### config.mk
export PLATFORM = sky130hd
export DESIGN_NAME = mips_id_stage
export DESIGN_NICKNAME = d
export VERILOG_FILES = /design/src/hdl/mips_id_pkg.sv /design/src/hdl/branch_unit.sv /design/src/hdl/if_id_latch.sv /design/src/hdl/inst_decoder.sv /design/src/hdl/mips_id_stage.sv /design/src/hdl/operand_forward.sv /design/src/hdl/reg_file.sv
export SDC_FILE = /design/constraint.sdc
export NUM_CORES = 2
export LEC_CHECK = 0
export ABC_AREA = 1
export BUFFER_PORTS_ARGS = -buffer_cell sky130_fd_sc_hd__buf_2
export CORE_MARGIN = 2
export CORE_UTILIZATION = 40
export DETAILED_ROUTE_END_ITERATION = 7
export PLACE_DENSITY = 0.6
export SLEW_MARGIN = 20
export SYNTH_ARGS = -nofsm -noshare
export SYNTH_HDL_FRONTEND = slang
export SYNTH_SLANG_ARGS = --single-unit
### constraint.sdc
create_clock -name clk -period 4.3 [get_ports clk]
set_clock_uncertainty 0.05 [all_clocks]
set_input_delay 0.43 -clock clk [delete_from_list [all_inputs] [get_ports clk]]
set_output_delay 0.43 -clock clk [all_outputs]
set_load 0.05 [all_outputs]
### src/hdl/mips_id_pkg.sv
`default_nettype none

package mips_id_pkg;

    // ISA widths
    localparam int word_w     = 32;
    localparam int reg_addr_w = 5;

    // return address register for jal, bgezal and bltzal
    localparam logic [reg_addr_w-1:0] link_reg = 5'd31;

    // primary opcode field, inst[31:26]
    typedef enum logic [5:0] {
        op_special = 6'h00, op_regimm = 6'h01, op_j     = 6'h02, op_jal   = 6'h03,
        op_beq     = 6'h04, op_bne    = 6'h05, op_blez  = 6'h06, op_bgtz  = 6'h07,
        op_addi    = 6'h08, op_addiu  = 6'h09, op_slti  = 6'h0a, op_sltiu = 6'h0b,
        op_andi    = 6'h0c, op_ori    = 6'h0d, op_xori  = 6'h0e, op_lui   = 6'h0f,
        op_lb      = 6'h20, op_lh     = 6'h21, op_lw    = 6'h23, op_lbu   = 6'h24,
        op_lhu     = 6'h25, op_sb     = 6'h28, op_sh    = 6'h29, op_sw    = 6'h2b
    } opcode_e;

    // SPECIAL function field, inst[5:0]
    typedef enum logic [5:0] {
        fn_sll  = 6'h00, fn_srl  = 6'h02, fn_sra  = 6'h03, fn_sllv = 6'h04,
        fn_srlv = 6'h06, fn_srav = 6'h07, fn_jr   = 6'h08, fn_jalr = 6'h09,
        fn_add  = 6'h20, fn_addu = 6'h21, fn_sub  = 6'h22, fn_subu = 6'h23,
        fn_and  = 6'h24, fn_or   = 6'h25, fn_xor  = 6'h26, fn_nor  = 6'h27,
        fn_slt  = 6'h2a, fn_sltu = 6'h2b
    } funct_e;

    // EX stage ALU operation
    typedef enum logic [3:0] {
        alu_none, alu_add, alu_sub, alu_slt, alu_sltu, alu_and, alu_nor,
        alu_or, alu_xor, alu_sll, alu_srl, alu_sra, alu_lui
    } alu_op_e;

    typedef enum logic [1:0] {
        src1_rs, src1_pc, src1_sa
    } alu_src1_e;

    typedef enum logic [2:0] {
        src2_none, src2_rt, src2_imm_sign, src2_imm_zero, src2_eight
    } alu_src2_e;

    // byte enables and extension are derived from this in EX
    typedef enum logic [3:0] {
        mem_none, mem_lb, mem_lbu, mem_lh, mem_lhu, mem_lw, mem_sb, mem_sh, mem_sw
    } mem_op_e;

    typedef enum logic [3:0] {
        br_none, br_beq, br_bne, br_bgez, br_bgtz, br_blez, br_bltz,
        br_bgezal, br_bltzal, br_j, br_jal, br_jr, br_jalr
    } br_kind_e;

endpackage

`default_nettype wire

### src/hdl/branch_unit.sv
`default_nettype none

module branch_unit (
    input  wire  [mips_id_pkg::word_w-1:0]  id_pc,
    input  wire  [mips_id_pkg::word_w-1:0]  id_inst,
    input  wire  mips_id_pkg::br_kind_e     br_kind,
    input  wire  [mips_id_pkg::word_w-1:0]  rs_value,
    input  wire  [mips_id_pkg::word_w-1:0]  rt_value,
    output logic                            br_taken,
    output logic [mips_id_pkg::word_w-1:0]  br_target
);

    logic [mips_id_pkg::word_w-1:0] pc_plus_4;
    logic [mips_id_pkg::word_w-1:0] br_offset;
    logic [mips_id_pkg::word_w-1:0] jump_target;
    logic                           rs_neg;
    logic                           rs_zero;

    // delay slot pc is the base for every pc-relative target
    assign pc_plus_4   = id_pc + 32'd4;
    assign br_offset   = {{14{id_inst[15]}}, id_inst[15:0], 2'b00};
    assign jump_target = {pc_plus_4[31:28], id_inst[25:0], 2'b00};

    assign rs_neg  = rs_value[mips_id_pkg::word_w-1];
    assign rs_zero = (rs_value == '0);

    always_comb begin
        br_taken  = 1'b0;
        br_target = pc_plus_4 + br_offset;
        case (br_kind)
            mips_id_pkg::br_beq: br_taken = (rs_value == rt_value);
            mips_id_pkg::br_bne: br_taken = (rs_value != rt_value);
            mips_id_pkg::br_bgez, mips_id_pkg::br_bgezal: br_taken = !rs_neg;
            mips_id_pkg::br_bltz, mips_id_pkg::br_bltzal: br_taken = rs_neg;
            mips_id_pkg::br_bgtz: br_taken = !rs_neg && !rs_zero;
            mips_id_pkg::br_blez: br_taken = rs_neg || rs_zero;
            mips_id_pkg::br_j, mips_id_pkg::br_jal: begin
                br_taken  = 1'b1;
                br_target = jump_target;
            end
            mips_id_pkg::br_jr, mips_id_pkg::br_jalr: begin
                br_taken  = 1'b1;
                br_target = rs_value;
            end
            default: br_taken = 1'b0;
        endcase
    end

endmodule

`default_nettype wire

### src/hdl/if_id_latch.sv
`default_nettype none

module if_id_latch (
    input  wire                             clk,
    input  wire                             rst,
    input  wire  [mips_id_pkg::word_w-1:0]  if_pc,
    input  wire                             if_ce,
    input  wire  [mips_id_pkg::word_w-1:0]  inst_rdata,
    input  wire                             id_stall,
    input  wire                             ex_stall,
    output logic [mips_id_pkg::word_w-1:0]  id_pc,
    output logic [mips_id_pkg::word_w-1:0]  id_inst
);

    logic                             id_ce;
    logic                             buf_valid;
    logic [mips_id_pkg::word_w-1:0]   inst_buf;

    always_ff @(posedge clk) begin
        if (rst) begin
            id_pc     <= '0;
            id_ce     <= 1'b0;
            buf_valid <= 1'b0;
        end else if (id_stall && !ex_stall) begin
            // bubble into EX, ID holds nothing valid
            id_ce     <= 1'b0;
            buf_valid <= 1'b0;
        end else if (!id_stall) begin
            id_pc     <= if_pc;
            id_ce     <= if_ce;
            buf_valid <= 1'b0;
        end else if (!buf_valid) begin
            buf_valid <= 1'b1;
        end
    end

    // memory output moves on during a full stall, keep the first word
    always_ff @(posedge clk) begin
        if (id_stall && ex_stall && !buf_valid) begin
            inst_buf <= inst_rdata;
        end
    end

    // invalid slot reads as the all-zero word (sll r0)
    assign id_inst = !id_ce ? '0 : (buf_valid ? inst_buf : inst_rdata);

endmodule

`default_nettype wire

### src/hdl/inst_decoder.sv
`default_nettype none

module inst_decoder (
    input  wire  [mips_id_pkg::word_w-1:0]      id_inst,
    output mips_id_pkg::alu_op_e                alu_op,
    output mips_id_pkg::alu_src1_e              alu_src1,
    output mips_id_pkg::alu_src2_e              alu_src2,
    output mips_id_pkg::mem_op_e                mem_op,
    output logic                                rf_we,
    output logic [mips_id_pkg::reg_addr_w-1:0]  rf_waddr,
    output mips_id_pkg::br_kind_e               br_kind
);

    // REGIMM branch codes in the rt field
    localparam logic [mips_id_pkg::reg_addr_w-1:0] rt_bltz   = 5'h00;
    localparam logic [mips_id_pkg::reg_addr_w-1:0] rt_bgez   = 5'h01;
    localparam logic [mips_id_pkg::reg_addr_w-1:0] rt_bltzal = 5'h10;
    localparam logic [mips_id_pkg::reg_addr_w-1:0] rt_bgezal = 5'h11;

    mips_id_pkg::opcode_e                 opcode;
    mips_id_pkg::funct_e                  funct;
    mips_id_pkg::alu_op_e                 op_raw;
    logic [mips_id_pkg::reg_addr_w-1:0]   rt;
    logic [mips_id_pkg::reg_addr_w-1:0]   dst;
    logic                                 wr;
    logic                                 link;
    logic                                 is_load;

    assign opcode = mips_id_pkg::opcode_e'(id_inst[31:26]);
    assign funct  = mips_id_pkg::funct_e'(id_inst[5:0]);
    assign rt     = id_inst[20:16];

    always_comb begin
        case (opcode)
            mips_id_pkg::op_lb:  mem_op = mips_id_pkg::mem_lb;
            mips_id_pkg::op_lbu: mem_op = mips_id_pkg::mem_lbu;
            mips_id_pkg::op_lh:  mem_op = mips_id_pkg::mem_lh;
            mips_id_pkg::op_lhu: mem_op = mips_id_pkg::mem_lhu;
            mips_id_pkg::op_lw:  mem_op = mips_id_pkg::mem_lw;
            mips_id_pkg::op_sb:  mem_op = mips_id_pkg::mem_sb;
            mips_id_pkg::op_sh:  mem_op = mips_id_pkg::mem_sh;
            mips_id_pkg::op_sw:  mem_op = mips_id_pkg::mem_sw;
            default:             mem_op = mips_id_pkg::mem_none;
        endcase
    end

    assign is_load = (mem_op == mips_id_pkg::mem_lb) || (mem_op == mips_id_pkg::mem_lbu)
                  || (mem_op == mips_id_pkg::mem_lh) || (mem_op == mips_id_pkg::mem_lhu)
                  || (mem_op == mips_id_pkg::mem_lw);

    always_comb begin
        op_raw   = mips_id_pkg::alu_none;
        alu_src1 = mips_id_pkg::src1_rs;
        alu_src2 = mips_id_pkg::src2_none;
        br_kind  = mips_id_pkg::br_none;
        dst      = rt;
        wr       = 1'b0;
        link     = 1'b0;
        case (opcode)
            mips_id_pkg::op_special: begin
                wr       = 1'b1;
                dst      = id_inst[15:11];
                alu_src2 = mips_id_pkg::src2_rt;
                // shift amount comes from the sa field
                if (funct inside {mips_id_pkg::fn_sll, mips_id_pkg::fn_srl, mips_id_pkg::fn_sra})
                    alu_src1 = mips_id_pkg::src1_sa;
                case (funct)
                    mips_id_pkg::fn_add, mips_id_pkg::fn_addu: op_raw = mips_id_pkg::alu_add;
                    mips_id_pkg::fn_sub, mips_id_pkg::fn_subu: op_raw = mips_id_pkg::alu_sub;
                    mips_id_pkg::fn_slt:  op_raw = mips_id_pkg::alu_slt;
                    mips_id_pkg::fn_sltu: op_raw = mips_id_pkg::alu_sltu;
                    mips_id_pkg::fn_and:  op_raw = mips_id_pkg::alu_and;
                    mips_id_pkg::fn_or:   op_raw = mips_id_pkg::alu_or;
                    mips_id_pkg::fn_xor:  op_raw = mips_id_pkg::alu_xor;
                    mips_id_pkg::fn_nor:  op_raw = mips_id_pkg::alu_nor;
                    mips_id_pkg::fn_sll, mips_id_pkg::fn_sllv: op_raw = mips_id_pkg::alu_sll;
                    mips_id_pkg::fn_srl, mips_id_pkg::fn_srlv: op_raw = mips_id_pkg::alu_srl;
                    mips_id_pkg::fn_sra, mips_id_pkg::fn_srav: op_raw = mips_id_pkg::alu_sra;
                    mips_id_pkg::fn_jr: begin
                        wr = 1'b0;
                        if (id_inst[20:6] == '0)
                            br_kind = mips_id_pkg::br_jr;
                    end
                    mips_id_pkg::fn_jalr: begin
                        // links into rd
                        wr   = 1'b0;
                        link = (rt == '0) && (id_inst[10:6] == '0);
                        if (link)
                            br_kind = mips_id_pkg::br_jalr;
                    end
                    default: wr = 1'b0;
                endcase
            end
            mips_id_pkg::op_regimm: begin
                dst = mips_id_pkg::link_reg;
                case (rt)
                    rt_bltz:   br_kind = mips_id_pkg::br_bltz;
                    rt_bgez:   br_kind = mips_id_pkg::br_bgez;
                    rt_bltzal: br_kind = mips_id_pkg::br_bltzal;
                    rt_bgezal: br_kind = mips_id_pkg::br_bgezal;
                    default:   br_kind = mips_id_pkg::br_none;
                endcase
                link = (rt == rt_bltzal) || (rt == rt_bgezal);
            end
            mips_id_pkg::op_j: br_kind = mips_id_pkg::br_j;
            mips_id_pkg::op_jal: begin
                br_kind = mips_id_pkg::br_jal;
                dst     = mips_id_pkg::link_reg;
                link    = 1'b1;
            end
            mips_id_pkg::op_beq: br_kind = mips_id_pkg::br_beq;
            mips_id_pkg::op_bne: br_kind = mips_id_pkg::br_bne;
            mips_id_pkg::op_blez: if (rt == '0) br_kind = mips_id_pkg::br_blez;
            mips_id_pkg::op_bgtz: if (rt == '0) br_kind = mips_id_pkg::br_bgtz;
            mips_id_pkg::op_addi, mips_id_pkg::op_addiu: op_raw = mips_id_pkg::alu_add;
            mips_id_pkg::op_slti:  op_raw = mips_id_pkg::alu_slt;
            mips_id_pkg::op_sltiu: op_raw = mips_id_pkg::alu_sltu;
            mips_id_pkg::op_andi:  op_raw = mips_id_pkg::alu_and;
            mips_id_pkg::op_ori:   op_raw = mips_id_pkg::alu_or;
            mips_id_pkg::op_xori:  op_raw = mips_id_pkg::alu_xor;
            mips_id_pkg::op_lui:   op_raw = mips_id_pkg::alu_lui;
            default: op_raw = mips_id_pkg::alu_none;
        endcase
        // immediate ALU forms write rt, logic ops zero extend
        if (opcode inside {[mips_id_pkg::op_addi:mips_id_pkg::op_lui]}) begin
            wr       = 1'b1;
            alu_src2 = (opcode inside {[mips_id_pkg::op_andi:mips_id_pkg::op_xori]})
                     ? mips_id_pkg::src2_imm_zero : mips_id_pkg::src2_imm_sign;
        end
        // address is base plus offset
        if (mem_op != mips_id_pkg::mem_none) begin
            op_raw   = mips_id_pkg::alu_add;
            alu_src2 = mips_id_pkg::src2_imm_sign;
            wr       = is_load;
        end
        // return address is pc + 8, past the delay slot
        if (link) begin
            wr       = 1'b1;
            op_raw   = mips_id_pkg::alu_add;
            alu_src1 = mips_id_pkg::src1_pc;
            alu_src2 = mips_id_pkg::src2_eight;
        end
    end

    assign rf_we    = wr && (dst != '0);
    assign rf_waddr = wr ? dst : '0;
    // ALU idles when its result goes nowhere
    assign alu_op   = (rf_we || mem_op != mips_id_pkg::mem_none) ? op_raw : mips_id_pkg::alu_none;

endmodule

`default_nettype wire

### src/hdl/mips_id_stage.sv
`default_nettype none

module mips_id_stage (
    input  wire                                  clk,
    input  wire                                  rst,
    input  wire  [mips_id_pkg::word_w-1:0]       if_pc,
    input  wire                                  if_ce,
    input  wire  [mips_id_pkg::word_w-1:0]       inst_rdata,
    input  wire                                  id_stall,
    input  wire                                  ex_stall,
    input  wire                                  wb_we,
    input  wire  [mips_id_pkg::reg_addr_w-1:0]   wb_waddr,
    input  wire  [mips_id_pkg::word_w-1:0]       wb_wdata,
    input  wire                                  ex_we,
    input  wire  [mips_id_pkg::reg_addr_w-1:0]   ex_waddr,
    input  wire  [mips_id_pkg::word_w-1:0]       ex_wdata,
    input  wire                                  ex_is_load,
    input  wire                                  mem_we,
    input  wire  [mips_id_pkg::reg_addr_w-1:0]   mem_waddr,
    input  wire  [mips_id_pkg::word_w-1:0]       mem_wdata,
    output logic [mips_id_pkg::word_w-1:0]       id_pc,
    output logic [mips_id_pkg::word_w-1:0]       id_inst,
    output mips_id_pkg::alu_op_e                 alu_op,
    output mips_id_pkg::alu_src1_e               alu_src1,
    output mips_id_pkg::alu_src2_e               alu_src2,
    output mips_id_pkg::mem_op_e                 mem_op,
    output logic                                 rf_we,
    output logic [mips_id_pkg::reg_addr_w-1:0]   rf_waddr,
    output logic [mips_id_pkg::word_w-1:0]       rs_value,
    output logic [mips_id_pkg::word_w-1:0]       rt_value,
    output logic                                 br_taken,
    output logic [mips_id_pkg::word_w-1:0]       br_target,
    output logic                                 stall_req
);

    mips_id_pkg::br_kind_e             br_kind;
    logic [mips_id_pkg::word_w-1:0]    rf_rdata1;
    logic [mips_id_pkg::word_w-1:0]    rf_rdata2;

    if_id_latch u_if_id_latch (
        .clk(clk), .rst(rst), .if_pc(if_pc), .if_ce(if_ce), .inst_rdata(inst_rdata),
        .id_stall(id_stall), .ex_stall(ex_stall), .id_pc(id_pc), .id_inst(id_inst)
    );

    inst_decoder u_inst_decoder (
        .id_inst(id_inst), .alu_op(alu_op), .alu_src1(alu_src1), .alu_src2(alu_src2),
        .mem_op(mem_op), .rf_we(rf_we), .rf_waddr(rf_waddr), .br_kind(br_kind)
    );

    // register file is written by the WB stage
    reg_file u_reg_file (
        .clk(clk), .raddr1(id_inst[25:21]), .raddr2(id_inst[20:16]),
        .rdata1(rf_rdata1), .rdata2(rf_rdata2),
        .we(wb_we), .waddr(wb_waddr), .wdata(wb_wdata)
    );

    operand_forward u_operand_forward (
        .rs_addr(id_inst[25:21]), .rt_addr(id_inst[20:16]),
        .rf_rdata1(rf_rdata1), .rf_rdata2(rf_rdata2),
        .ex_we(ex_we), .ex_waddr(ex_waddr), .ex_wdata(ex_wdata), .ex_is_load(ex_is_load),
        .mem_we(mem_we), .mem_waddr(mem_waddr), .mem_wdata(mem_wdata),
        .wb_we(wb_we), .wb_waddr(wb_waddr), .wb_wdata(wb_wdata),
        .rs_value(rs_value), .rt_value(rt_value), .stall_req(stall_req)
    );

    branch_unit u_branch_unit (
        .id_pc(id_pc), .id_inst(id_inst), .br_kind(br_kind),
        .rs_value(rs_value), .rt_value(rt_value),
        .br_taken(br_taken), .br_target(br_target)
    );

endmodule

`default_nettype wire

### src/hdl/operand_forward.sv
`default_nettype none

module operand_forward (
    input  wire  [mips_id_pkg::reg_addr_w-1:0]   rs_addr,
    input  wire  [mips_id_pkg::reg_addr_w-1:0]   rt_addr,
    input  wire  [mips_id_pkg::word_w-1:0]       rf_rdata1,
    input  wire  [mips_id_pkg::word_w-1:0]       rf_rdata2,
    input  wire                                  ex_we,
    input  wire  [mips_id_pkg::reg_addr_w-1:0]   ex_waddr,
    input  wire  [mips_id_pkg::word_w-1:0]       ex_wdata,
    input  wire                                  ex_is_load,
    input  wire                                  mem_we,
    input  wire  [mips_id_pkg::reg_addr_w-1:0]   mem_waddr,
    input  wire  [mips_id_pkg::word_w-1:0]       mem_wdata,
    input  wire                                  wb_we,
    input  wire  [mips_id_pkg::reg_addr_w-1:0]   wb_waddr,
    input  wire  [mips_id_pkg::word_w-1:0]       wb_wdata,
    output logic [mips_id_pkg::word_w-1:0]       rs_value,
    output logic [mips_id_pkg::word_w-1:0]       rt_value,
    output logic                                 stall_req
);

    // youngest producer wins
    function automatic logic [mips_id_pkg::word_w-1:0] pick(
        input logic [mips_id_pkg::reg_addr_w-1:0] addr,
        input logic [mips_id_pkg::word_w-1:0]     rf_val
    );
        if (addr == '0) return '0;
        if (ex_we && ex_waddr == addr) return ex_wdata;
        if (mem_we && mem_waddr == addr) return mem_wdata;
        if (wb_we && wb_waddr == addr) return wb_wdata;
        return rf_val;
    endfunction

    always_comb begin
        rs_value = pick(rs_addr, rf_rdata1);
        rt_value = pick(rt_addr, rf_rdata2);
    end

    // load data is not ready until MEM, so hold ID one cycle
    assign stall_req = ex_is_load && ex_we && (ex_waddr != '0)
                    && (ex_waddr == rs_addr || ex_waddr == rt_addr);

endmodule

`default_nettype wire

### src/hdl/reg_file.sv
`default_nettype none

module reg_file (
    input  wire                                  clk,
    input  wire  [mips_id_pkg::reg_addr_w-1:0]   raddr1,
    input  wire  [mips_id_pkg::reg_addr_w-1:0]   raddr2,
    output logic [mips_id_pkg::word_w-1:0]       rdata1,
    output logic [mips_id_pkg::word_w-1:0]       rdata2,
    input  wire                                  we,
    input  wire  [mips_id_pkg::reg_addr_w-1:0]   waddr,
    input  wire  [mips_id_pkg::word_w-1:0]       wdata
);

    logic [mips_id_pkg::word_w-1:0] regs [2**mips_id_pkg::reg_addr_w];

    always_ff @(posedge clk) begin
        if (we && waddr != '0) begin
            regs[waddr] <= wdata;
        end
    end

    // r0 is never written, so force it on read
    assign rdata1 = (raddr1 == '0) ? '0 : regs[raddr1];
    assign rdata2 = (raddr2 == '0) ? '0 : regs[raddr2];

endmodule

`default_nettype wire

==> metrics list <==
* Layout overhead on the synthesized area: 32.4%
- Synthesis produced a netlist whose cell count is 7,829.
- Worst R2R Setup Slack: 2.46 ns
- Dividing total power by cell area gives a power density of 339 nW/um^2.
- Endpoint of the worst register-to-register path: u_if_id_latch.inst_buf[20]
- In this run, distinct cell masters in the synthesized netlist total 60.
- Global-route wire length before repair: 422 mm
- In the routed design, unresolved DRC markers number 0.
- After synthesis, the share of flip-flops with an asynchronous set or reset is 0%.
- GR Util All Layers: approximately 37%
- In this run, CTS created clock tree buffers numbering between 100 and 150.
- Summed over all layers, the routed wires come to just over 300 mm.
- Overall die area: approximately 160,000 um^2
* Setup TNS after final layout: -10.74 ns
* RSZ-0062 raised after global routing: true
* Cell type with the highest occurrence count on the critical path: nand2_1
* Dominant synthesized flop cell: edfxtp_1
- Reg2Reg Launch Point: u_if_id_latch.buf_valid
- Final antenna-violating net count: 0
- Detailed routing inserted a total of 65,300 vias.
* Post-Layout Cell Count: 11,000
* Area taken by flip-flops and latches: 32,400 um^2
- Antenna violations before repair: 53
- Number of buffers added on ports: 364
- For this design the top-level I/O count stands at 365.
- Utilization after layout: 53.4%
* Rows: 144
- Category of the critical setup timing path: reg2out
- Post-synthesis sequential area ratio: 52.0%
* Worst setup path start: u_if_id_latch.buf_valid
- Post-route clock period utilization: 113%
* Starting density of the core: 40.3%
- Counting flops and latches in the post-synthesis netlist gives 1,090.
- Max FO, Critical Path: 11
* Clk root buf: clkbuf_16
- Measured in cells, the most critical reg-to-reg path has a length of 5.
- Final Hold Vio Count: 0
- On the worst path, the slowest cell contributes a delay of 0.39 ns.
- Number of pins with negative max-slew slack in the final report: 0
* Final worst setup slack: -0.579 ns
* Pin count of the biggest net entering global routing: 104
- Setup crit start kind: flip-flop
* Placement Setup Slack: -0.306 ns
- The first TritonRoute pass finished after 7 iterations.
* Fraction of final layout cells sized beyond drive strength 1: between 20 and 25%
* Hpwl dp: ~200 mm
* Final setup violation count: 42
- For this run the aggregate overflow at the end of global routing stands at 0.
* Final layout net count: 9,091
* Worst Setup End Kind: output port
- Vias in the first global route: 60,600
- The worst-case IR drop observed on VDD is 0.338 mV.
* Global-route track usage on met1: between 40% and 50%
- Routability congestion estimate: 1.01
* Highest clock frequency the design can meet: 205 MHz
- Clock insertion delay at the later pin of the skew report: 0.76 ns
- Yosys mapped a number of flops with a built-in enable equal to 1,056.
- In this run the tightest slew margin relative to its limit is 34.7%.
- The cell area that synthesis handed to floorplanning was 62,300 um^2.
- Crit path capture: br_taken
* Arr. time, crit path: 4.40 ns
* Master of the slowest instance on the critical path: dfxtp_4
- CTS saw roughly 1,100 sinks.
- DIE HEIGHT: roughly 400 um
- Leak Pwr: 35.2 nW
- Warning count from the yosys run: 0
* Run status: complete, but fails checks
- GR met2 Demand/Resource: 53.4%
- Number of inserted filler cells in the final layout: 14,100
- From left edge to right edge, the die measures between 300 and 400 um.
- The floorplan step defined a core boundary enclosing 154,000 um^2.
- Max Cap Violations: 0
- The final reports fail on negative setup slack.
- Post-route worst hold slack: around 0.038 ns
- # placed instances: between 10,000 and 15,000
* Routed wirelength normalized by instance count: 27.5 um
- TritonCTS built the clock tree.
* Clock slew at reported path FFs: 0.06 ns
* H-tree depth: 3
- Multi-input gate area in the final layout: ~28,000 um^2
- In this run, the number of DRC markers left after iteration 0 of detailed routing was 10,700.
* Top Usage Layer GRT: met2
- Worst Path Required: 3.82 ns
- After layout, the minimum clock period comes to about 4.9 ns.
* DR vias/cell: between 5 and 6
- The path class of the tightest hold or removal check is in2reg.
- Actual slew at the worst max-slew pin: 0.969 ns
- No sink is reached through more buffers than the 3 on the longest clock path.
* Startpoint of the worst hold path: wb_wdata[26]
- For met3 alone, demand over resource in global routing was 8.88%.
* Per-instance average area after synthesis: 7.96 um^2
==> power breakdown <==
group / switching, W / internal [W] / leakage (nW) / total, W
clock network: 0.00451 / 0.00564 / 1.82 / 0.0101
logic: 0.00389 / 0.00199 / 23.6 / 0.00588
registers: 0.0000950 / 0.0118 / 9.83 / 0.0119
total: 0.00849 / 0.0195 / 35.2 / 0.0280
==> worst max-delay path: cells and delay by family, from the launching register on <==
kind | cells | cell delay [ns]
simple gates | 18 | 1.73
compound gates | 1 | 0.12
flops | 1 | 0.39
buf+inv | 9 | 1.37
==> synth_stat cells, drive strengths merged, types with 40 or more instances <==
| library cell | instances | area, um^2 |
|---|---|---|
| buf | 351 | 1770 |
| nor2 | 663 | 2510 |
| clkbuf | 171 | 642 |
| a21oi | 328 | 1660 |
| nand3 | 1513 | 7580 |
| inv | 525 | 1970 |
| edfxtp | 1056 | 31700 |
| nor3 | 40 | 236 |
| o211ai | 48 | 360 |
| o21ai | 308 | 1560 |
| nand2 | 2553 | 9600 |
| xor2 | 42 | 368 |
==> cells by family (layout without fill, tap and decap cells) <==
| logic type | Yosys count | count (layout) | share of synthesized area [%] |
|---|---|---|---|
| compound gates | 743 | 743 | 6.52 |
| buf+inv | 1047 | 2153 | 7.04 |
| flops | 1090 | 1090 | 52.0 |
| other cells | 1 | 68 | 0.00602 |
| xor+xnor | 61 | 61 | 0.858 |
| fa+ha+maj | 31 | 31 | 0.635 |
| simple gates | 4856 | 4857 | 33.0 |
==> sequential cells by signal, indices dropped and copies added (netlist names) <==
| name | count |
|---|---|
| u_if_id_latch.buf_valid | 1 |
| u_if_id_latch.inst_buf | 32 |
| u_if_id_latch.id_pc | 32 |
| u_if_id_latch.id_ce | 1 |
| u_reg_file.regs | 1024 |
==> worst min path at each step <==
| stage | to | cells after the start |
|---|---|---|
| 5_1_grt | u_reg_file.regs[3][26] | 1 |
| 3_5_place_dp | u_if_id_latch.id_pc[14] | 2 |
| 6_report | u_reg_file.regs[3][26] | 1 |
| 4_1_cts | u_reg_file.regs[3][26] | 1 |
| 2_1_floorplan | u_if_id_latch.buf_valid | 1 |
| 3_3_place_gp | u_if_id_latch.id_pc[31] | 2 |
==> routing by layer <==
metal	routed length, um	part of all wire [%]
met1	111000	37
met2	129000	42
met3	41200	14
met4	22600	7.4
met5	86	0.028
==> metrics by stage <==
stage / cell area [um^2] / power (W)
after detailed placement: 73300 / 0.0171
after global routing: 82500 / 0.0286
after CTS: 80400 / 0.0275
after global placement: 73300 / 0.0171
after floorplan: 62600 / 0.0147
final: 82500 / 0.0280
==> layout make-up <==
type,instances,area share (%)
repair buffers,1416,16.3
inverters,525,2.48
flip-flops and latches,1090,39.3
well taps,2044,3.10
diodes,36,0.109
multi-input cells,5724,34.2
repair inverters,1,0.00910
clock inverters,72,0.822
clock buffers,139,3.70
==> cells in the final DEF (no fill, tap or decap), types with 26 or more instances in the layout <==
cell,instances
o211ai_1,48
clkbuf_16,140
clkinv_1,30
conb_1,32
nand2_1,2447
edfxtp_1,1056
a21oi_2,58
nand3_2,28
buf_2,295
a21oi_1,253
dlygate4sd3_1,72
nand4_1,28
nor2_1,579
o21ai_1,28
buf_6,106
nor2_2,37
nand3b_1,36
nand2_2,77
buf_4,715
nor2_4,47
buf_12,161
xor2_1,39
dfxtp_1,26
o21ai_0,264
nand3_1,1474
inv_1,494
diode_2,36
==> timing repair <==
action / 4_1_cts / 5_1_grt
endpoints found under the hold margin: 94 / 0
pin swaps: 87 / 106
resized for setup: 422 / 316
cloned: 8 / 20
setup buffers: 78 / 37
setup endpoints to repair: 94 / 98
hold buffers: 72 / 0
Power figures use the tool's default switching activity.
